$ cat config.mk
export PLATFORM = sky130hd
export DESIGN_NAME = regFile
export DESIGN_NICKNAME = d
export VERILOG_FILES = /design/src/hw/rvIsaPkg.sv /design/src/hw/regFile.sv
export SDC_FILE = /design/constraint.sdc
export NUM_CORES = 1
export LEC_CHECK = 0
export BUFFER_PORTS_ARGS = -buffer_cell sky130_fd_sc_hd__buf_2
export CAP_MARGIN = 20
export CELL_PAD_IN_SITES_DETAIL_PLACEMENT = 0
export CELL_PAD_IN_SITES_GLOBAL_PLACEMENT = 1
export CORE_UTILIZATION = 55
export CTS_CLUSTER_SIZE = 12
export DETAILED_ROUTE_END_ITERATION = 12
export HOLD_SLACK_MARGIN = 0.02
export PLACE_DENSITY_LB_ADDON = 0.2
export SYNTH_ARGS = -nofsm -noshare
export SYNTH_HDL_FRONTEND = slang
export SYNTH_SLANG_ARGS = --single-unit
$ cat constraint.sdc
create_clock -name clk -period 3.8 [get_ports clk]
set_clock_uncertainty 0.15 [all_clocks]
set_input_delay 0.38 -clock clk [delete_from_list [all_inputs] [get_ports clk]]
set_output_delay 0.38 -clock clk [all_outputs]
set_load 0.02 [all_outputs]
$ cat src/hw/rvIsaPkg.sv
package rvIsaPkg;

    localparam int XLEN = 32;
    localparam int REG_ADDR_W = 5;
    localparam int OPCODE_W = 7;

    typedef logic [XLEN-1:0] word_t;
    typedef logic [REG_ADDR_W-1:0] regAddr_t;
    typedef logic [OPCODE_W-1:0] opcode_t;
    typedef logic [2:0] funct3_t;

    localparam opcode_t OP_REG    = 7'b0110011;
    localparam opcode_t OP_IMM    = 7'b0010011;
    localparam opcode_t OP_LOAD   = 7'b0000011;
    localparam opcode_t OP_STORE  = 7'b0100011;
    localparam opcode_t OP_BRANCH = 7'b1100011;
    localparam opcode_t OP_JAL    = 7'b1101111;

    // ALU group funct3
    localparam funct3_t F3_ADD = 3'b000;
    localparam funct3_t F3_SLT = 3'b010;
    localparam funct3_t F3_XOR = 3'b100;
    localparam funct3_t F3_OR  = 3'b110;
    localparam funct3_t F3_AND = 3'b111;

    // Word access and BEQ
    localparam funct3_t F3_WORD = 3'b010;
    localparam funct3_t F3_BEQ  = 3'b000;

    // addi x0, x0, 0
    localparam word_t NOP_INSTR = 32'h0000_0013;

    typedef enum logic [2:0] {
        ALU_ADD,
        ALU_SUB,
        ALU_AND,
        ALU_OR,
        ALU_XOR,
        ALU_SLT
    } aluOp_t;

endpackage

$ cat src/hw/regFile.sv
`timescale 1ns/100ps

module regFile import rvIsaPkg::*; (
    input  logic     clk,
    input  regAddr_t rs1D,
    input  regAddr_t rs2D,
    input  regAddr_t rdW,
    input  logic     regWriteW,
    input  word_t    resultW,
    output word_t    rd1D,
    output word_t    rd2D
);

    word_t regs [32];

    always_ff @(posedge clk) begin
        if (regWriteW && rdW != '0) begin
            regs[rdW] <= resultW;
        end
    end

    // Writeback in the same cycle goes straight to the reader
    function automatic word_t readPort(regAddr_t rs);
        if (rs == '0) begin
            return '0;
        end
        if (regWriteW && rdW == rs) begin
            return resultW;
        end
        return regs[rs];
    endfunction

    always_comb begin
        rd1D = readPort(rs1D);
        rd2D = readPort(rs2D);
    end

    // The x0 entry keeps its contents through a write to x0
    assert property (@(posedge clk) regWriteW && rdW == '0 |=> regs[0] === $past(regs[0]));

endmodule

==> results_dict.tcl <==
set metrics [dict create \
    start_kind "input pin" \
    area_delta_synth_final_pct 13.3 \
    final-max-slew-violation-count 0 \
    synth_area_leader_cell "edfxtp_1" \
    dp_hpwl_um 85100 \
    viasPerCell 7.38 \
    rsz0062_at_grt "false" \
    io_buffers 112 \
    synth_area_leaders "edfxtp_1 (64%), mux4_2 (19%), mux2i_1 (5.4%)" \
    p_per_area_nw_per_um2 461 \
    core_um2 85500 \
    vdd_ir_drop_max_v 0.000379 \
    min_period_ns 3.41 \
    fin_crit_sh_pct 89.7 \
    holdPathStages 1 \
    ys_async_sr_fraction_pct 0 \
    synth.most_common_cell "edfxtp_1" \
    netlist_instances 2542 \
    finalSetupTns_ns 0 \
    max_freq_ghz 0.293 \
    synth_commonest_cells "edfxtp_1 (1024), mux4_2 (396), mux2i_1 (258)" \
    path_cells "clkbuf_8 > buf_12 > and2_2 > buf_4 > a22oi_1 > nand2_1 > a32o_1 > buf_2" \
    h-tree-depth 3 \
    status "finished clean" \
    synth-edff-count 1024 \
    crit_path_top_delay_cell "and2_2" \
    crit_arrival_ns 2.88 \
    register_area_um2 30700 \
    synth_cell_types 50 \
    grt_first_pass_wirelength_um 212000 \
    n_fill_cell 5948 \
    antenna_left 0 \
    fin_nets 2804 \
    fp.dieArea_um2 87900 \
    finalSetupViolCount 0 \
    critPathMaxStageDelay_ns 0.64 \
    wl_per_cell_um 37.7 \
    top_regs "regs x1024" \
    cp-startpoint "rs2D[1]" \
    hold_path.class "in2reg" \
    hold_buffers 0 \
    ys_ff_latch 1024 \
    cts_num_sinks 1024 \
    maxCapViolations 0 \
    first_iter_violations 4115 \
    grt-ovfl-total 0 \
    fin_cells 3982 \
    largest_register_ffs 1024 \
    fp-row-count 107 \
    worst_pin_slew_ns 1.15 \
    firstDrtPassIters 6 \
    routed_wl_um 150000 \
    clockBufferDepth 3 \
    p_leak_nw 17.8 \
    multi_input_area_um2 16300 \
    hold_viol_final 0 \
    dp_cells 3790 \
    gp_congestion 0.854 \
    postCtsSetupBuffers 0 \
    crit_end "rd2D[25]" \
    top_register "regs" \
    synthFlopType "edfxtp_1" \
    crit_fanout 44 \
    critPathKind "in2out" \
    initial_utilization_pct 55.8 \
    relSlewSlack_pct 23.0 \
    avgSynthCellArea_um2 18.8 \
    grt_max_degree 61 \
    yosysSeqAreaShare_pct 64.4 \
    yosysWarnings 0 \
    vias 29400 \
    die_x_um 297 \
    numCtsBuffers 107 \
    syn_area_um2 47700 \
    tritoncts "yes" \
    endpoint_kind "output pin" \
    grt.total_usage_pct 34.6 \
    required_ns 3.27 \
    die_y_um 297 \
    grt_pass1_vias 29200 \
    layout-drive-gt1-share_pct 31.5 \
    clk_pin_slew_ns 0.06 \
    drc 0 \
    ioPinCount 113 \
    antenna_found_initial 7 \
    synth_top_area_share_pct 64.4 \
    root_buffer "clkbuf_16" \
    post_cts_resized 0 \
]
-- logic make-up after synthesis --
logic type,Yosys count,share of synthesized area (%)
other cells,1,0.00786
mux,673,24.6
xor+xnor,7,0.128
simple gates,187,1.76
compound gates,434,6.87
flops,1024,64.4
buf+inv,216,2.24
-- metrics by stage --
step	setup WS [ns]	hold slack, ns	power [mW]	area (um2)	utilization (%)
6_report	0.391	0.0561	24.9	54100	63.2
5_1_grt	0.418	0.0676	25.5	54100	63.2
4_1_cts	0.497	0.0241	25.0	54100	63.2
3_5_place_dp	0.497	0.749	15.3	50900	59.5
3_3_place_gp	0.551	0.726	15.3	50900	59.5
2_1_floorplan	0.903	0.329	14.4	47800	-
-- critical path, delay by kind of cell --
kind / cells / cell delay, ns
buffers and inverters: 4 / 1.22
AND/OR/NAND/NOR: 2 / 0.75
AO/OA/AOI/OAI: 2 / 0.39
-- routing by layer --
layer	up-vias	share of wire [%]	wire length, um	track usage [%]
met5	-	0.017	25	0
met4	4	4.6	6920	15.0
met3	389	11	16600	6.36
met2	2110	47	70700	54.0
met1	15500	37	56100	48.3
li1	11400	-	-	-
-- cell type report --
class,count,share of cell area (%)
clock buffers,145,5.29
repair buffers,282,4.31
flip-flops and latches,1024,56.9
well taps,1144,2.65
inverters,7,0.0486
multi-input cells,1333,30.2
clock inverters,45,0.639
diodes,2,0.00925
-- report_power, final --
part	leakage (nW)	internal [mW]	switching, mW
logic	6.98	0.972	1.48
clock network	1.56	5.52	4.30
registers	9.25	12.6	0.0717
total	17.8	19.1	5.85
-- how the worst min path moves through the flow --
stage,startpoint,end
2_1_floorplan,resultW[0],regs[0][0]
3_3_place_gp,resultW[5],regs[3][5]
3_5_place_dp,resultW[26],regs[27][26]
4_1_cts,resultW[26],regs[19][26]
5_1_grt,resultW[26],regs[5][26]
6_report,resultW[26],regs[19][26]
-- placed cells by master, fill, tap and decap left out, types with 11 or more instances in the layout --
cell type / n
mux2i_1: 258
clkinv_1: 22
buf_2: 105
o221ai_1: 32
o211ai_1: 12
o21ai_0: 37
a32o_1: 29
buf_12: 36
nand2_1: 74
nand3_1: 22
nor2_1: 23
a22o_1: 34
o22ai_1: 45
clkinv_2: 12
mux2_2: 19
o221a_2: 12
a221o_1: 11
buf_4: 137
clkbuf_1: 36
clkbuf_16: 109
nor2_4: 32
edfxtp_1: 1024
a211oi_1: 36
a21oi_1: 35
a22oi_1: 124
mux4_2: 396
conb_1: 32
No activity file was read; power rests on OpenSTA's default activity.
