===== config.mk =====
export PLATFORM = sky130hd
export DESIGN_NAME = executeStage
export DESIGN_NICKNAME = d
export VERILOG_FILES = /design/src/hw/corePkg.sv /design/src/hw/rvIsaPkg.sv /design/src/hw/executeStage.sv
export SDC_FILE = /design/constraint.sdc
export NUM_CORES = 1
export LEC_CHECK = 0
export ABC_CLOCK_PERIOD_IN_PS = 8800
export BUFFER_PORTS_ARGS = -buffer_cell sky130_fd_sc_hd__buf_2
export CORE_MARGIN = 3
export CORE_UTILIZATION = 48
export CTS_CLUSTER_SIZE = 28
export DETAILED_ROUTE_END_ITERATION = 8
export GPL_TIMING_DRIVEN = 0
export PLACE_DENSITY = 0.73
export REMOVE_ABC_BUFFERS = 1
export SKIP_LAST_GASP = 1
export SLEW_MARGIN = 20
export SYNTH_ARGS = -nofsm -noshare
export SYNTH_HDL_FRONTEND = slang
export SYNTH_SLANG_ARGS = --single-unit
export TNS_END_PERCENT = 5

===== constraint.sdc =====
create_clock -name clk -period 8.8 [get_ports clk]
set_clock_uncertainty 0.05 [all_clocks]
set_input_delay 1.76 -clock clk [delete_from_list [all_inputs] [get_ports clk]]
set_output_delay 1.76 -clock clk [all_outputs]
set_load 0.01 [all_outputs]

===== src/hw/corePkg.sv =====
package corePkg;

    localparam int IMEM_DEPTH = 256;
    localparam int DMEM_DEPTH = 256;

    typedef logic [$clog2(IMEM_DEPTH)-1:0] imemAddr_t;
    typedef logic [$clog2(DMEM_DEPTH)-1:0] dmemAddr_t;

    // Operand source in execute
    typedef enum logic [1:0] {
        FWD_REG,
        FWD_WB,
        FWD_MEM
    } fwdSel_t;

    // Value written back to the register file
    typedef enum logic [1:0] {
        RES_ALU,
        RES_MEM,
        RES_PC4
    } resultSrc_t;

endpackage


===== src/hw/rvIsaPkg.sv =====
package rvIsaPkg;

    localparam int XLEN = 32;
    localparam int REG_ADDR_W = 5;
    localparam int OPCODE_W = 7;

    typedef logic [XLEN-1:0] word_t;
    typedef logic [REG_ADDR_W-1:0] regAddr_t;
    typedef logic [OPCODE_W-1:0] opcode_t;
    typedef logic [2:0] funct3_t;

    localparam opcode_t OP_REG    = 7'b0110011;
    localparam opcode_t OP_IMM    = 7'b0010011;
    localparam opcode_t OP_LOAD   = 7'b0000011;
    localparam opcode_t OP_STORE  = 7'b0100011;
    localparam opcode_t OP_BRANCH = 7'b1100011;
    localparam opcode_t OP_JAL    = 7'b1101111;

    // ALU group funct3
    localparam funct3_t F3_ADD = 3'b000;
    localparam funct3_t F3_SLT = 3'b010;
    localparam funct3_t F3_XOR = 3'b100;
    localparam funct3_t F3_OR  = 3'b110;
    localparam funct3_t F3_AND = 3'b111;

    // Word access and BEQ
    localparam funct3_t F3_WORD = 3'b010;
    localparam funct3_t F3_BEQ  = 3'b000;

    // addi x0, x0, 0
    localparam word_t NOP_INSTR = 32'h0000_0013;

    typedef enum logic [2:0] {
        ALU_ADD,
        ALU_SUB,
        ALU_AND,
        ALU_OR,
        ALU_XOR,
        ALU_SLT
    } aluOp_t;

endpackage


===== src/hw/executeStage.sv =====
`timescale 1ns/100ps

module executeStage import rvIsaPkg::*, corePkg::*; (
    input  logic       clk,
    input  logic       rstN,
    input  logic       bubble,
    input  regAddr_t   rs1D,
    input  regAddr_t   rs2D,
    input  regAddr_t   rdD,
    input  word_t      rd1D,
    input  word_t      rd2D,
    input  word_t      immD,
    input  word_t      pcD,
    input  word_t      pcPlus4D,
    input  aluOp_t     aluOpD,
    input  logic       aluSrcD,
    input  logic       regWriteD,
    input  logic       memWriteD,
    input  logic       memReadD,
    input  resultSrc_t resultSrcD,
    input  logic       branchD,
    input  logic       jumpD,
    input  fwdSel_t    fwdA,
    input  fwdSel_t    fwdB,
    input  word_t      resultW,
    output regAddr_t   rs1E,
    output regAddr_t   rs2E,
    output regAddr_t   rdE,
    output logic       memReadE,
    output logic       redirect,
    output word_t      redirectTarget,
    output word_t      aluResultM,
    output word_t      writeDataM,
    output regAddr_t   rdM,
    output logic       regWriteM,
    output logic       memWriteM,
    output resultSrc_t resultSrcM,
    output word_t      pcPlus4M
);

    word_t rd1E, rd2E, immE, pcE, pcPlus4E;
    aluOp_t aluOpE;
    resultSrc_t resultSrcE;
    logic aluSrcE, regWriteE, memWriteE, branchE, jumpE;
    word_t resultM, srcA, srcB, writeDataE, aluResult;

    // Decode/execute register
    always_ff @(posedge clk or negedge rstN) begin
        if (!rstN) begin
            {regWriteE, memWriteE, memReadE, branchE, jumpE} <= '0;
        end else begin
            {regWriteE, memWriteE, memReadE, branchE, jumpE} <=
                bubble ? 5'b0 : {regWriteD, memWriteD, memReadD, branchD, jumpD};
        end
    end

    always_ff @(posedge clk) begin
        rs1E <= rs1D;
        rs2E <= rs2D;
        rdE <= rdD;
        rd1E <= rd1D;
        rd2E <= rd2D;
        immE <= immD;
        pcE <= pcD;
        pcPlus4E <= pcPlus4D;
        aluOpE <= aluOpD;
        aluSrcE <= aluSrcD;
        resultSrcE <= resultSrcD;
    end

    // A JAL in memory forwards its link address
    assign resultM = (resultSrcM == RES_PC4) ? pcPlus4M : aluResultM;

    function automatic word_t fwdMux(fwdSel_t sel, word_t regVal);
        case (sel)
            FWD_MEM: return resultM;
            FWD_WB: return resultW;
            default: return regVal;
        endcase
    endfunction

    always_comb begin
        srcA = fwdMux(fwdA, rd1E);
        writeDataE = fwdMux(fwdB, rd2E);
    end

    assign srcB = aluSrcE ? immE : writeDataE;

    always_comb begin
        case (aluOpE)
            ALU_SUB: aluResult = srcA - srcB;
            ALU_AND: aluResult = srcA & srcB;
            ALU_OR: aluResult = srcA | srcB;
            ALU_XOR: aluResult = srcA ^ srcB;
            ALU_SLT: aluResult = word_t'($signed(srcA) < $signed(srcB));
            default: aluResult = srcA + srcB;
        endcase
    end

    // BEQ compares through the subtract
    assign redirect = jumpE || (branchE && aluResult == '0);
    assign redirectTarget = pcE + immE;

    // Execute/memory register
    always_ff @(posedge clk or negedge rstN) begin
        if (!rstN) begin
            regWriteM <= 1'b0;
            memWriteM <= 1'b0;
        end else begin
            regWriteM <= regWriteE;
            memWriteM <= memWriteE;
        end
    end

    always_ff @(posedge clk) begin
        aluResultM <= aluResult;
        writeDataM <= writeDataE;
        rdM <= rdE;
        resultSrcM <= resultSrcE;
        pcPlus4M <= pcPlus4E;
    end

    // The flushed slot behind a redirect never redirects
    assert property (@(posedge clk) disable iff (!rstN) redirect |=> !redirect);

endmodule


==> impl_metrics.py <==
metrics = {
    "final_layout": {
        "final_area_um2": 18400,
        "utilization_pct": 61.7,
        "final_common_cell": "buf_2",
        "drive_gt1_share_pct": 27.1,
        "diodes": 0,
        "nNetsFinal": 2405,
        "area_growth_pct": 25.9,
        "mostFrequentLayoutCells": "378 x buf_2, 280 x dfxtp_1, 148 x inv_1",
    },
    "die": {
        "core_area_um2": 29900,
        "die-area_um2": 32600,
        "initial_utilization_pct": 49.0,
        "io_pins": 379,
        "die_h_um": 181,
        "num_rows": 63,
        "die_w_um": 181,
    },
    "grt": {
        "grt_overflow": 0,
        "grt.total_usage_pct": 27.6,
        "grt_first_pass_wirelength_mm": 73.2,
        "antenna_found_initial": 0,
        "grt_max_degree": 65,
        "grt_pass1_vias": 13810,
    },
    "critical_path": {
        "crit_type": "input pin to output pin",
        "crit_start": "fwdA[0]",
        "start_kind": "input pin",
        "cp-endpoint": "redirect",
        "crit_fanout": 34,
        "r2r_start": "resultSrcM[0]$_DFF_P_",
        "worst_r2r_endpoint": "aluResultM[31]$_DFF_P_",
        "reg2reg_depth": 21,
        "crit_required_ns": 6.99,
        "end_kind": "output pin",
        "r2r_slack_ns": 3.06,
        "worst_ep_arrival_time_ns": 7.23,
    },
    "timing": {
        "fin_crit_sh_pct": 103,
        "timing.setup.tns_ns": -0.236,
        "fmax_mhz": 111,
        "setup_viol_count_final": 1,
        "slew_headroom_pct": 25.9,
        "slew_violations": 0,
        "rsz0062_at_grt": "true",
        "hold_viol": 0,
        "finalCriticalPeriod_ns": 9.04,
        "tightest_slew_ns": 1.11,
        "worst_slack_ns": -0.236,
    },
    "clock_network": {
        "cts.sinks": 291,
        "hold_buffers": 0,
        "clk_pin_slew_ns": 0.06,
        "clk_latency_ns": 0.57,
        "cts_tree": "built",
        "cts_htree_levels": 1,
        "cts_buffer_depth": 3,
        "cts_root_buffer": "clkbuf_16",
        "cts_buffers": 30,
    },
    "drt": {
        "wl_per_cell_um": 19.4,
        "finalWirelength_mm": 47.7,
        "dr.first_iter.drc_count": 976,
        "vias_per_cell": 5.68,
        "dr.pass1.iters": 5,
        "vias": 13954,
        "drc_errors": 0,
        "antenna_left": 0,
    },
    "logic_synthesis": {
        "synthTopCellsByArea": "dfxtp_1 39%, ha_1 11%, a21oi_1 5.1%",
        "synth-seq-cells": 291,
        "synth_top_area_cell": "dfxtp_1",
        "synth_top_area_share_pct": 38.9,
        "yosys_warnings": 0,
        "seq_area_frac_synth_pct": 40.0,
        "synth_area_um2": 14600,
        "async_reset_ff_share_pct": 2.41,
        "syn_area_per_cell_um2": 8.71,
        "synthCells": 1680,
        "netlist-cell-type-count": 84,
        "synthFlopType": "dfxtp_1",
        "synth_edf_count": 0,
    },
    "pwr": {
        "p_comb_share_pct": 31.3,
        "ir_drop_mv": 0.169,
        "power_frac_clock_pct": 32.1,
        "p_int_w": 0.00277,
        "power.total_w": 0.00411,
        "cellLeakagePower_nw": 8.71,
        "power_density_nw_per_um2": 223,
        "netSwitchingPower_w": 0.00135,
        "p_seq_share_pct": 36.6,
        "switching_share_pct": 32.8,
    },
    "placed_design": {
        "post-place-ws_ns": -1.04,
        "post-dp-hpwl_mm": 34.1,
        "place.gp.congestion": 0.949,
        "place.port_buffers": 378,
        "dpl-instance-area_um2": 16900,
    },
    "run_status": {
        "failed_checks": "setup timing",
        "outcome": "finished with violations",
    },
    "flow_run": {
        "max-cap-violations": 0,
    },
    "worst_hold_path": {
        "hp-start": "pcPlus4E[11]$_DFF_P_",
        "hp-class": "flip-flop to flip-flop",
    },
}
## cell families after synthesis
family / share of synthesized area, %
xor+xnor: 2.09
simple gates: 12.1
flops: 40.0
mux: 2.68
fa+ha+maj: 11.6
buf+inv: 6.10
compound gates: 25.4
## metrics by stage
step / instances / hold slack (ns)
floorplan: 1596 / 0.260
global placement: 2364 / 0.260
detailed placement: 2370 / 0.262
CTS: 2458 / 0.274
global route: 2458 / 0.278
finish: 2458 / 0.274
## worst min path at each step
stage	end	slack [ns]	cells after the start
floorplan	pcPlus4M[0]$_DFF_P_	0.26	0
global placement	pcPlus4M[16]$_DFF_P_	0.26	0
detailed placement	pcPlus4M[19]$_DFF_P_	0.26	0
CTS	pcPlus4M[3]$_DFF_P_	0.27	0
global route	pcPlus4M[11]$_DFF_P_	0.28	0
finish	pcPlus4M[11]$_DFF_P_	0.27	0
## critical path, cell delays in order
cell       delay (ns)
buf_2            0.14
inv_1            0.08
ha_4             0.29
buf_12           0.17
nand2_1          0.11
o21ai_0          0.13
inv_1            0.10
ha_2             0.22
fa_2             0.37
o21bai_4         0.18
a211oi_1         0.11
o21bai_1         0.18
xor2_1           0.16
a2111oi_0        0.14
a211o_1          0.32
or4bb_1          0.53
or4_1            0.54
or3_1            0.34
nor4b_2          0.25
nand4b_1         0.20
or4_4            0.47
o41ai_2          0.21
buf_2            0.19
## area by class of cell
cell class                      count  area (µm²)
Fill cell                        2595       11500
Multi-Input combinational cell   1155        8110
Sequential cell                   291        5870
Timing Repair Buffer              418        2370
Clock buffer                       46         882
Inverter                          150         563
Tap cell                          390         488
Clock inverter                      8         140
## metal layers
metal / track usage, % / up-vias / part of all wire, %
met3: 4.36 / 95 / 7.8
met4: 9.58 / 0 / 3.4
li1: - / 6688 / -
met1: 34.5 / 6512 / 40
met2: 48.3 / 659 / 48
met5: 0 / - / 0
## synthesized netlist by cell type (all sizes together), types with 6 or more instances
| cell | n |
|---|---|
| nand4 | 7 |
| a21oi | 149 |
| mux2 | 33 |
| dfxtp | 284 |
| xor2 | 8 |
| xnor2 | 27 |
| o21bai | 15 |
| o221ai | 6 |
| inv | 148 |
| buf | 23 |
| a211o | 10 |
| o311ai | 6 |
| nand2b | 16 |
| ha | 131 |
| dfrtp | 7 |
| a31oi | 11 |
| o21ai | 129 |
| nor2b | 21 |
| nand3 | 23 |
| nor4 | 7 |
| a211oi | 21 |
| a22oi | 71 |
| o31ai | 9 |
| o21a | 14 |
| o22ai | 13 |
| nor2 | 123 |
| clkbuf | 61 |
| o211ai | 21 |
| a21o | 25 |
| nor3 | 24 |
| nand2 | 129 |
## power by group through the flow
stage / registers (W) / logic (W) / clock network [W]
floorplan: 0.00155 / 0.000746 / 0
global placement: 0.00154 / 0.00115 / 0
detailed placement: 0.00153 / 0.00118 / 0
CTS: 0.00151 / 0.00126 / 0.00134
global route: 0.00152 / 0.00140 / 0.00139
finish: 0.00151 / 0.00129 / 0.00132
## state kept, by name, summed over array words and instances, names as in the netlist, 32 cells and up
| signal | cells |
|---|---|
| writeDataM | 32 |
| pcPlus4E | 32 |
| pcE | 32 |
| immE | 32 |
| rd2E | 32 |
| aluResultM | 32 |
| pcPlus4M | 32 |
| rd1E | 32 |
## timing repair
item | CTS | global route
resized for setup | 41 | 4
endpoints found under the setup margin | 1 | 1
buffers inserted | 34 | 0
pin swaps | 22 | 2
No activity file was read; power rests on OpenSTA's default activity.
