--- config.mk ---
export PLATFORM = sky130hd
export DESIGN_NAME = pipelineControl
export DESIGN_NICKNAME = d
export VERILOG_FILES = /design/src/hw/corePkg.sv /design/src/hw/rvIsaPkg.sv /design/src/hw/pipelineControl.sv
export SDC_FILE = /design/constraint.sdc
export NUM_CORES = 1
export LEC_CHECK = 0
export ABC_AREA = 1
export BUFFER_PORTS_ARGS = -buffer_cell sky130_fd_sc_hd__buf_2
export CAP_MARGIN = 15
export CELL_PAD_IN_SITES_DETAIL_PLACEMENT = 0
export CELL_PAD_IN_SITES_GLOBAL_PLACEMENT = 1
export CORE_AREA = 2 2 78 80
export DETAILED_ROUTE_END_ITERATION = 12
export DIE_AREA = 0 0 80 82
export PLACE_DENSITY_LB_ADDON = 0.3
export SETUP_SLACK_MARGIN = 0.1
export SYNTH_ARGS = -nofsm -noshare
export SYNTH_HDL_FRONTEND = slang
export SYNTH_SLANG_ARGS = --single-unit
--- constraint.sdc ---
create_clock -name vclk -period 0.8
set_input_delay 0.04 -clock vclk [all_inputs]
set_output_delay 0.04 -clock vclk [all_outputs]
set_load 0.1 [all_outputs]
--- src/hw/corePkg.sv ---
package corePkg;

    localparam int IMEM_DEPTH = 256;
    localparam int DMEM_DEPTH = 256;

    typedef logic [$clog2(IMEM_DEPTH)-1:0] imemAddr_t;
    typedef logic [$clog2(DMEM_DEPTH)-1:0] dmemAddr_t;

    // Operand source in execute
    typedef enum logic [1:0] {
        FWD_REG,
        FWD_WB,
        FWD_MEM
    } fwdSel_t;

    // Value written back to the register file
    typedef enum logic [1:0] {
        RES_ALU,
        RES_MEM,
        RES_PC4
    } resultSrc_t;

endpackage

--- src/hw/rvIsaPkg.sv ---
package rvIsaPkg;

    localparam int XLEN = 32;
    localparam int REG_ADDR_W = 5;
    localparam int OPCODE_W = 7;

    typedef logic [XLEN-1:0] word_t;
    typedef logic [REG_ADDR_W-1:0] regAddr_t;
    typedef logic [OPCODE_W-1:0] opcode_t;
    typedef logic [2:0] funct3_t;

    localparam opcode_t OP_REG    = 7'b0110011;
    localparam opcode_t OP_IMM    = 7'b0010011;
    localparam opcode_t OP_LOAD   = 7'b0000011;
    localparam opcode_t OP_STORE  = 7'b0100011;
    localparam opcode_t OP_BRANCH = 7'b1100011;
    localparam opcode_t OP_JAL    = 7'b1101111;

    // ALU group funct3
    localparam funct3_t F3_ADD = 3'b000;
    localparam funct3_t F3_SLT = 3'b010;
    localparam funct3_t F3_XOR = 3'b100;
    localparam funct3_t F3_OR  = 3'b110;
    localparam funct3_t F3_AND = 3'b111;

    // Word access and BEQ
    localparam funct3_t F3_WORD = 3'b010;
    localparam funct3_t F3_BEQ  = 3'b000;

    // addi x0, x0, 0
    localparam word_t NOP_INSTR = 32'h0000_0013;

    typedef enum logic [2:0] {
        ALU_ADD,
        ALU_SUB,
        ALU_AND,
        ALU_OR,
        ALU_XOR,
        ALU_SLT
    } aluOp_t;

endpackage

--- src/hw/pipelineControl.sv ---
`timescale 1ns/100ps

module pipelineControl import rvIsaPkg::*, corePkg::*; (
    input  logic       clk,
    input  logic       rstN,
    input  word_t      instrD,
    input  regAddr_t   rs1E,
    input  regAddr_t   rs2E,
    input  regAddr_t   rdE,
    input  regAddr_t   rdM,
    input  regAddr_t   rdW,
    input  logic       memReadE,
    input  logic       regWriteM,
    input  logic       regWriteW,
    input  logic       redirect,
    output regAddr_t   rs1D,
    output regAddr_t   rs2D,
    output regAddr_t   rdD,
    output word_t      immD,
    output aluOp_t     aluOpD,
    output logic       aluSrcD,
    output logic       regWriteD,
    output logic       memWriteD,
    output logic       memReadD,
    output resultSrc_t resultSrcD,
    output logic       branchD,
    output logic       jumpD,
    output fwdSel_t    fwdA,
    output fwdSel_t    fwdB,
    output logic       stall,
    output logic       flushD,
    output logic       bubble
);

    opcode_t opcode;
    funct3_t funct3;
    logic usesRs1;
    logic usesRs2;
    logic loadUse;

    assign opcode = instrD[6:0];
    assign funct3 = instrD[14:12];
    assign rs1D = instrD[19:15];
    assign rs2D = instrD[24:20];
    assign rdD = instrD[11:7];

    always_comb begin
        aluOpD = ALU_ADD;
        aluSrcD = 1'b0;
        regWriteD = 1'b0;
        memWriteD = 1'b0;
        memReadD = 1'b0;
        resultSrcD = RES_ALU;
        branchD = 1'b0;
        jumpD = 1'b0;
        usesRs1 = 1'b0;
        usesRs2 = 1'b0;
        immD = {{20{instrD[31]}}, instrD[31:20]};
        case (opcode)
            OP_REG: begin
                regWriteD = 1'b1;
                usesRs1 = 1'b1;
                usesRs2 = 1'b1;
                case (funct3)
                    F3_ADD: aluOpD = instrD[30] ? ALU_SUB : ALU_ADD;
                    F3_SLT: aluOpD = ALU_SLT;
                    F3_XOR: aluOpD = ALU_XOR;
                    F3_OR: aluOpD = ALU_OR;
                    F3_AND: aluOpD = ALU_AND;
                    default: regWriteD = 1'b0;
                endcase
            end
            OP_IMM: begin
                // Only ADDI in this subset
                regWriteD = (funct3 == F3_ADD);
                aluSrcD = 1'b1;
                usesRs1 = 1'b1;
            end
            OP_LOAD: begin
                regWriteD = (funct3 == F3_WORD);
                memReadD = (funct3 == F3_WORD);
                aluSrcD = 1'b1;
                resultSrcD = RES_MEM;
                usesRs1 = 1'b1;
            end
            OP_STORE: begin
                memWriteD = (funct3 == F3_WORD);
                aluSrcD = 1'b1;
                usesRs1 = 1'b1;
                usesRs2 = 1'b1;
                immD = {{20{instrD[31]}}, instrD[31:25], instrD[11:7]};
            end
            OP_BRANCH: begin
                branchD = (funct3 == F3_BEQ);
                aluOpD = ALU_SUB;
                usesRs1 = 1'b1;
                usesRs2 = 1'b1;
                immD = {{19{instrD[31]}}, instrD[31], instrD[7], instrD[30:25],
                        instrD[11:8], 1'b0};
            end
            OP_JAL: begin
                jumpD = 1'b1;
                regWriteD = 1'b1;
                resultSrcD = RES_PC4;
                immD = {{11{instrD[31]}}, instrD[31], instrD[19:12], instrD[20],
                        instrD[30:21], 1'b0};
            end
            default: ;
        endcase
    end

    assign loadUse = memReadE && rdE != '0 &&
                     ((usesRs1 && rdE == rs1D) || (usesRs2 && rdE == rs2D));

    // Redirect wins over a load-use stall
    assign stall = loadUse && !redirect;
    assign flushD = redirect;
    assign bubble = loadUse || redirect;

    // Memory stage is the younger result
    function automatic fwdSel_t pickFwd(regAddr_t rs);
        if (regWriteM && rdM != '0 && rdM == rs) begin
            return FWD_MEM;
        end
        if (regWriteW && rdW != '0 && rdW == rs) begin
            return FWD_WB;
        end
        return FWD_REG;
    endfunction

    always_comb begin
        fwdA = pickFwd(rs1E);
        fwdB = pickFwd(rs2E);
    end

    // The bubble behind a load clears the hazard
    assert property (@(posedge clk) disable iff (!rstN) stall |=> !stall);
    assert property (@(posedge clk) disable iff (!rstN) !(stall && flushD));
    assert property (@(posedge clk) disable iff (!rstN) fwdA == FWD_MEM |-> rdM != '0);

endmodule

==> summary.md, run 1 <==
| Metric | Value |
|---|---|
| Status | `finished with violations` |
| Failing checks | `negative setup slack` |
| WHS Endpoint | `immD[6]` |
| Multi-input gate area | `roughly 1400 sq um` |
| Initial antenna violation count | `0` |
| Most frequent cells in the layout | `buf_12, buf_4, buf_2, nand2_1, buf_6` |
| Number of clock buffers in the layout | `0` |
| Yosys cell types | `26` |
| Syn_nets | `between 200 and 300` |
| Die Ht | `82 um` |
| Number of DRC markers in iteration 0 | `31` |
| Vias in the first global route | `1,736` |
| FP Rows | `28` |
| First-pass DRT Iterations | `4` |
| Hold Crit Start | `instrD[26]` |
| Final slew viol count | `0` |
| Unrepaired setup endpoints after global routing | `yes` |
| Slew headroom | `81.2%` |
| GR peak layer | `met2` |
| Global-route usage over all layers | `14.7%` |
| Drt total wl | `5130 um` |
| Hold Vio Cnt, Final | `0` |
| FFs & Latches | `0` |
| WL/cell | `12.4 um` |
| Global-route wire length before repair | `7880 um` |
| Post-layout minimum cycle time | `1.21 ns` |
| Dpl cells | `401` |
| Overflow after GRT | `0` |
| Top Ports | `approximately 130` |
| Worst hold stages | `0` |
| DPL Wire Length | `4050 um` |
| Core Box Area | `5750 sq um` |
| Area share of the largest cell type after synthesis | `roughly 22%` |
| Ant. Diodes | `0` |
| Proportion of layout cells with a drive suffix above 1 | `approximately 77%` |
| Die Width | `about 80 um` |
| Met2 Use GR | `a little under a third` |
| M3 GR Usage | `under 10%` |
| Final antenna-violating net count | `0` |
| Non-filler instance count after layout | `415` |
| CP Data Arrival Time | `1.17 ns` |
| Met1 global-route usage | `16.2%` |
| Worst IR drop on VDD | `between 400 and 500 uV` |
| Post-synthesis sequential area ratio | `0%` |
| Vias/cell | `4.18` |
| Leak Pwr | `1.84 nW` |
| Area of the mapped netlist | `1170 sq um` |
| MaxCap Viol Count | `0` |
| Final worst setup slack | `-0.410 ns` |
| Req. time, crit path | `between 0.7 and 0.8 ns` |
| Setup crit end kind | `primary output` |
| Max Freq | `826 MHz` |
| P&R area growth vs syn | `229%` |
| Syn avg cell area | `5.88 sq um` |
| Register area | `0 sq um` |
| Ys Warns | `0` |
| # port buffers | `roughly 120` |
| Gp weighted congestion | `0.748` |
| Fin crit share | `151%` |
| WS Path Type | `input pin to primary output` |
| Die area | `6560 sq um` |
| CP startpoint kind | `input pin` |
| CTS Hold Bufs | `0` |
| Cell Pwr Density | `682 nW/um^2` |
| Yosys top cell by area | `buf_4` |
| Nets | `405` |
| Overall power | `about 0.0026 W` |
| Commonest non-fill, non-tap cell in the layout | `buf_12` |
| # fillers | `445` |
| DRC viols | `0` |
| Synth Instances | `199` |
| Final setup viols | `31` |
| DR vias | `approximately 1,700` |
| Area contributors post-synth | `buf_4, nand2_1, xnor2_1` |
| Starting Density | `20.4%` |
| Worst-Margin Slew | `0.280 ns` |
| Min-delay worst type | `input pin to primary output` |
| Crit-path max FO | `4` |
| Pin count of the biggest net entering global routing | `13` |
==> layout make-up <==
class              instances  area share (%)
multi-input cells        137            36.1
repair buffers           176            57.6
inverters                 27            3.90
well taps                 75            2.44
==> report_power, final <==
group	switching (W)	internal (W)
clock	0	0
combinational	0.00157	0.00106
sequential	0	0
total	0.00157	0.00106
==> how the worst max path moves through the flow <==
| stage | startpoint | to | cells past startpoint |
|---|---|---|---|
| finish | instrD[3] | regWriteD | 8 |
| floorplan | instrD[3] | regWriteD | 7 |
| global placement | instrD[3] | stall | 9 |
| detailed placement | instrD[3] | stall | 9 |
| CTS | instrD[2] | stall | 10 |
| global route | instrD[3] | regWriteD | 8 |
==> repair_timing <==
action / 4_1_cts / 5_1_grt
pin swaps: 36 / 29
setup buffers: 5 / 10
resized for setup: 69 / 42
gates cloned: 1 / 0
hold endpoints to repair: 0 / 0
setup endpoints to repair: 31 / 31
==> synthesized netlist by cell type <==
| cell | count |
|---|---|
| nand3b_1 | 1 |
| a21oi_1 | 3 |
| xnor2_1 | 17 |
| o21ai_2 | 6 |
| inv_2 | 11 |
| nand4_2 | 2 |
| o21ai_0 | 2 |
| nand4_1 | 5 |
| nand2_2 | 4 |
| o31ai_1 | 1 |
| nor2_1 | 20 |
| nand3_2 | 2 |
| nor2_2 | 2 |
| nor3_1 | 2 |
| nor3_2 | 3 |
| nor4_1 | 2 |
| nand2_1 | 48 |
| xor2_1 | 6 |
| o21ai_1 | 4 |
| nand2_8 | 1 |
| nor2_4 | 1 |
| o221ai_2 | 1 |
| buf_4 | 34 |
| inv_1 | 16 |
| nand3_1 | 4 |
| buf_6 | 1 |
==> kinds of logic after synthesis <==
kind of cell / Yosys count / share of synthesized area, %
buffers and inverters: 62 / 31.4
and+or+nand+nor: 97 / 41.1
xor gates and xnor gates: 23 / 17.2
AOI/OAI and AO/OA: 17 / 10.3
==> worst max-delay path: stages <==
cell      delay (ns)
buf_6           0.10
nor2_4          0.15
buf_6           0.12
nand4_4         0.10
buf_4           0.16
nor3_1          0.11
nand3b_1        0.19
buf_12          0.19
==> per-stage QoR <==
| step | utilization, % | cell area (sq um) | TNS (ns) | hold WS [ns] | worst slack, ns |
|---|---|---|---|---|---|
| final | 67.0 | 3850 | -8.39 | 0.0802 | -0.410 |
| after global placement | 56.8 | 3260 | -9.97 | 0.0807 | -0.425 |
| after global routing | 67.0 | 3850 | -9.84 | 0.0806 | -0.474 |
| after CTS | 62.9 | 3610 | -8.62 | 0.0807 | -0.381 |
| after floorplan | - | 1580 | -11.10 | 0.176 | -1.01 |
| after detailed placement | 56.8 | 3260 | -10.57 | 0.0807 | -0.470 |
==> layer usage <==
metal / vias up / routed length [um] / part of all wire, %
li1: 877 / - / -
met1: 787 / 1830 / 36
met2: 70 / 2880 / 56
met3: 0 / 421 / 8.2
met4: 0 / 0 / 0
met5: - / 0 / 0
No activity file was read; power rests on OpenSTA's default activity.
==> inputs of run 2 (changes only) <==
==> constraint.sdc (replaced) <==
create_clock -name vclk -period 0.8
set_input_delay 0.04 -clock vclk [all_inputs]
set_output_delay 0.04 -clock vclk [all_outputs]
set_load 0.02 [all_outputs]
==> summary.md, run 2 (synthesis results as in run 1) <==
| Metric | Value |
|---|---|
| Hold Crit Start | `instrD[28]` |
| Global-route wire length before repair | `6620 um` |
| Die area | `~6600 sq um` |
| Sw frac | `between 50% and 60%` |
| Slew headroom | `83.3%` |
| Setup WS pre-CTS | `-0.364 ns` |
| Cell Pwr Density | `approximately 470 nW/um^2` |
| Final antenna-violating net count | `0` |
| Ant. Diodes | `0` |
| Worst-Margin Slew | `0.249 ns` |
| Min-delay worst type | `input pin to primary output` |
| MaxCap Viol Count | `0` |
| Crit-path max FO | `4` |
| Cell family with most CP delay | `simple AND/OR/NAND/NOR gates` |
| FP Rows | `28` |
| Core Box Area | `5750 sq um` |
| Global-route usage over all layers | `12.1%` |
| Cell mode on critical path | `nor2_4` |
| Leak Pwr | `approximately 1.4 nW` |
| Worst Setup SP | `instrD[2]` |
| Number of clock buffers in the layout | `0` |
| Failing checks | `negative setup slack` |
| Crit-path cells | `buf_8, nor2_4, nand2_2, inv_2, nand2_4, buf_12, nor2_4, nor2_1, nand3b_1, buf_6` |
| Clock power share | `0%` |
| Die Ht | `82 um` |
| Worst path max stage delay | `between 0.15 and 0.2 ns` |
| # fillers | `575` |
| # port buffers | `116` |
| First-pass DRT Iterations | `4` |
| P&R area growth vs syn | `126%` |
| Worst IR drop on VDD | `222 uV` |
| FFs & Latches | `0` |
| Req. time, crit path | `0.76 ns` |
| WS Path Type | `input pin to primary output` |
| Commonest non-fill, non-tap cell in the layout | `buf_2` |
| Sequential Power Share | `0%` |
| CP Data Arrival Time | `1.05 ns` |
| Vias/cell | `4.07` |
| Setup crit end kind | `primary output` |
| Top Ports | `128` |
| Pin count of the biggest net entering global routing | `15` |
| Number of DRC markers in iteration 0 | `27` |
| Final worst setup slack | `-0.293 ns` |
| Post-layout minimum cycle time | `between 1 and 1.5 ns` |
| DR vias | `between 1,500 and 2,000` |
| Proportion of layout cells with a drive suffix above 1 | `72.0%` |
| Fin util | `46.0%` |
| Most frequent cells in the layout | `buf_2, buf_4, buf_6, nand2_1, inv_1` |
| Status | `finished with violations` |
| Worst hold stages | `0` |
| Die Width | `roughly 80 um` |
| Max Freq | `915 MHz` |
| Nets | `approximately 380` |
| Final slew viol count | `0` |
| WHS Endpoint | `immD[8]` |
| DRC viols | `0` |
| WL/cell | `10.8 um` |
| Overflow after GRT | `0` |
| Hold Vio Cnt, Final | `0` |
| Register area | `0 sq um` |
| Unrepaired setup endpoints after global routing | `yes` |
| Int Pwr | `0.000590 W` |
| Starting Density | `20.4%` |
| Gp weighted congestion | `0.723` |
| Critical-path top delay cell | `nor2_4` |
| Drt total wl | `around 4200 um` |
| Vias in the first global route | `1,532` |
| Final setup viols | `31` |
| CP startpoint kind | `input pin` |
| Combinational share of power | `100.0%` |
| Initial antenna violation count | `0` |
| Critical path depth | `10` |
| NetSw | `0.000649 W` |
| Fin crit share | `137%` |
| Multi-input gate area | `approximately 1200 sq um` |
| DPL Wire Length | `3610 um` |
| CP Buf/Inv Count | `4` |
==> run 2: repair_timing <==
| item | 4_1_cts | 5_1_grt |
|---|---|---|
| endpoints found under the setup margin | 31 | 31 |
| hold buffers | 0 | 0 |
| pin swaps | 26 | 12 |
| resized for setup | 107 | 34 |
| gates cloned | 0 | 0 |
| setup buffers | 1 | 1 |
| endpoints found under the hold margin | 0 | 0 |
==> run 2: power by group through the flow <==
stage / Sequential (W) / Combinational [W] / Clock, W
after global placement: 0 / 0.00101 / 0
after global routing: 0 / 0.00134 / 0
after CTS: 0 / 0.00117 / 0
after floorplan: 0 / 0.000659 / 0
after detailed placement: 0 / 0.00101 / 0
final: 0 / 0.00124 / 0
==> run 2: area by class of cell <==
cell class | count | share of cell area [%]
Tap cell | 75 | 3.55
Inverter | 27 | 4.78
Multi-Input combinational cell | 137 | 46.1
Timing Repair Buffer | 154 | 45.5
==> run 2: how the worst max path moves through the flow <==
stage / end
5_1_grt: regWriteD
4_1_cts: stall
2_1_floorplan: regWriteD
6_report: regWriteD
3_5_place_dp: stall
3_3_place_gp: stall
==> run 2: metal layers <==
layer,share of wire [%],track usage [%],vias to the layer above
li1,-,-,837
met1,39,14.7,688
met4,0.69,0.847,0
met5,0,0,-
met3,7.4,1.10,2
met2,53,24.1,74
==> run 2: metrics by stage <==
| step | area (sq um) | TNS, ns | power, W | cells | hold WS, ns |
|---|---|---|---|---|---|
| 6_report | 2640 | -5.69 | 0.00124 | 393 | 0.0800 |
| 5_1_grt | 2640 | -7.43 | 0.00134 | 393 | 0.0801 |
| 4_1_cts | 2500 | -6.17 | 0.00117 | 392 | 0.0801 |
| 3_5_place_dp | 2080 | -8.94 | 0.00101 | 391 | 0.0801 |
| 3_3_place_gp | 2080 | -8.62 | 0.00101 | 391 | 0.0801 |
| 2_1_floorplan | 1390 | -0.219 | 0.000659 | 199 | 0.108 |
==> inputs of run 3 (changes only) <==
--- a/config.mk
+++ b/config.mk
@@ -10,9 +10,9 @@
 export CAP_MARGIN = 15
 export CELL_PAD_IN_SITES_DETAIL_PLACEMENT = 0
 export CELL_PAD_IN_SITES_GLOBAL_PLACEMENT = 1
-export CORE_AREA = 2 2 78 80
+export CORE_AREA = 2 2 82 84
 export DETAILED_ROUTE_END_ITERATION = 12
-export DIE_AREA = 0 0 80 82
+export DIE_AREA = 0 0 84 86
 export PLACE_DENSITY_LB_ADDON = 0.3
 export SETUP_SLACK_MARGIN = 0.1
 export SYNTH_ARGS = -nofsm -noshare
==> constraint.sdc (replaced) <==
create_clock -name vclk -period 0.9
set_input_delay 0.045 -clock vclk [all_inputs]
set_output_delay 0.045 -clock vclk [all_outputs]
set_load 0.02 [all_outputs]
==> summary.md, run 3 (synthesis results as in run 1) <==
| Metric | Value |
|---|---|
| Commonest non-fill, non-tap cell in the layout | `buf_2` |
| Worst IR drop on VDD | `~200 uV` |
| Slew headroom | `82.3%` |
| Setup TNS | `-2.67 ns` |
| Ant. Diodes | `0` |
| Fin util | `41.3%` |
| Req. time, crit path | `around 0.85 ns` |
| Overflow after GRT | `0` |
| # port buffers | `116` |
| Hold Vio Cnt, Final | `0` |
| Top Ports | `128` |
| Failing checks | `negative setup slack` |
| Core Box Area | `6280 sq um` |
| Worst-Margin Slew | `0.265 ns` |
| Register area | `0 sq um` |
| Die Ht | `86 um` |
| WL/cell | `11.5 um` |
| Final antenna-violating net count | `0` |
| Fin crit share | `122%` |
| DPL Wire Length | `3670 um` |
| First-pass DRT Iterations | `4` |
| Die area | `slightly above 7000 sq um` |
| Min-delay worst type | `input pin to primary output` |
| Final setup viols | `26` |
| Non-filler instance count after layout | `around 390` |
| Final slew viol count | `0` |
| WS Path Type | `input pin to primary output` |
| Gp weighted congestion | `0.803` |
| Vias in the first global route | `1,594` |
| FP Rows | `29` |
| Global-route wire length before repair | `7250 um` |
| P&R area growth vs syn | `121%` |
| CTS Hold Bufs | `0` |
| Status | `finished with violations` |
| Unrepaired setup endpoints after global routing | `yes` |
| Drt total wl | `4530 um` |
| Global-route usage over all layers | `11.8%` |
| Starting Density | `18.6%` |
| CP Data Arrival Time | `about 1.1 ns` |
| Number of DRC markers in iteration 0 | `22` |
| Crit-path max FO | `4` |
| Final worst setup slack | `-0.196 ns` |
| Max Freq | `~900 MHz` |
| Post-layout minimum cycle time | `1.10 ns` |
| Nets | `382` |
| Most frequent cells in the layout | `buf_2, buf_4, buf_6, nand2_1, inv_1` |
| FFs & Latches | `0` |
| Die Width | `84 um` |
| Setup crit end kind | `primary output` |
| DRC viols | `0` |
| DR vias | `1,590` |
| Vias/cell | `roughly 4.0` |
| Leak Pwr | `1.38 nW` |
| MaxCap Viol Count | `0` |
| Pin count of the biggest net entering global routing | `15` |
| Number of clock buffers in the layout | `0` |
| Dpl cells | `390` |
| Proportion of layout cells with a drive suffix above 1 | `71.9%` |
| Cell Pwr Density | `417 nW/um^2` |
| Initial antenna violation count | `0` |
| CP startpoint kind | `input pin` |
## run 3: layout make-up
class | instances | area (sq um)
inverters | 27 | 121
multi-input cells | 137 | 1180
fillers | 662 | 3690
well taps | 77 | 96.3
repair buffers | 153 | 1190
## run 3: path summary, 6_finish.rpt
kind  startpoint   endpoint  slack, ns  depth (start not counted)
min   instrD[27]    immD[7]       0.09                          0
max    instrD[2]  regWriteD      -0.20                         10
## run 3: what timing repair did
action                                  4_1_cts  5_1_grt
setup buffers                                 4        0
gates resized for setup                     131       22
cloned                                        0        0
pin swaps                                    16        8
endpoints found under the setup margin       31       31
## run 3: per-stage QoR
step	worst slack (ns)	hold slack, ns	power, W	instance area [sq um]
final	-0.196	0.0900	0.00108	2590
after global routing	-0.275	0.0901	0.00116	2590
after CTS	-0.182	0.0901	0.00105	2500
after detailed placement	-0.252	0.0901	0.000859	1980
after global placement	-0.233	0.0901	0.000859	1980
after floorplan	0.0333	0.118	0.000550	1270
## run 3: critical path, stage by stage
cell and delay (ns):
buf_6 0.10, nor2_4 0.18, nand2_2 0.10, inv_2 0.09
nand2_4 0.07, buf_12 0.14, nor2_4 0.08, nor2_1 0.05
nand3b_1 0.09, buf_6 0.12
## run 3: report_power, final
group	total, W	internal (W)	leakage (nW)	switching (W)
combinational	0.00108	0.000510	1.38	0.000570
clock	0	0	0	0
sequential	0	0	0	0
## run 3: per-layer routing
metal,GRT usage (%),share of wire [%],vias up
met5,0,0,-
met4,0.440,0,0
met3,0.674,5.4,0
met2,23.3,53,61
met1,14.8,42,698
li1,-,-,831
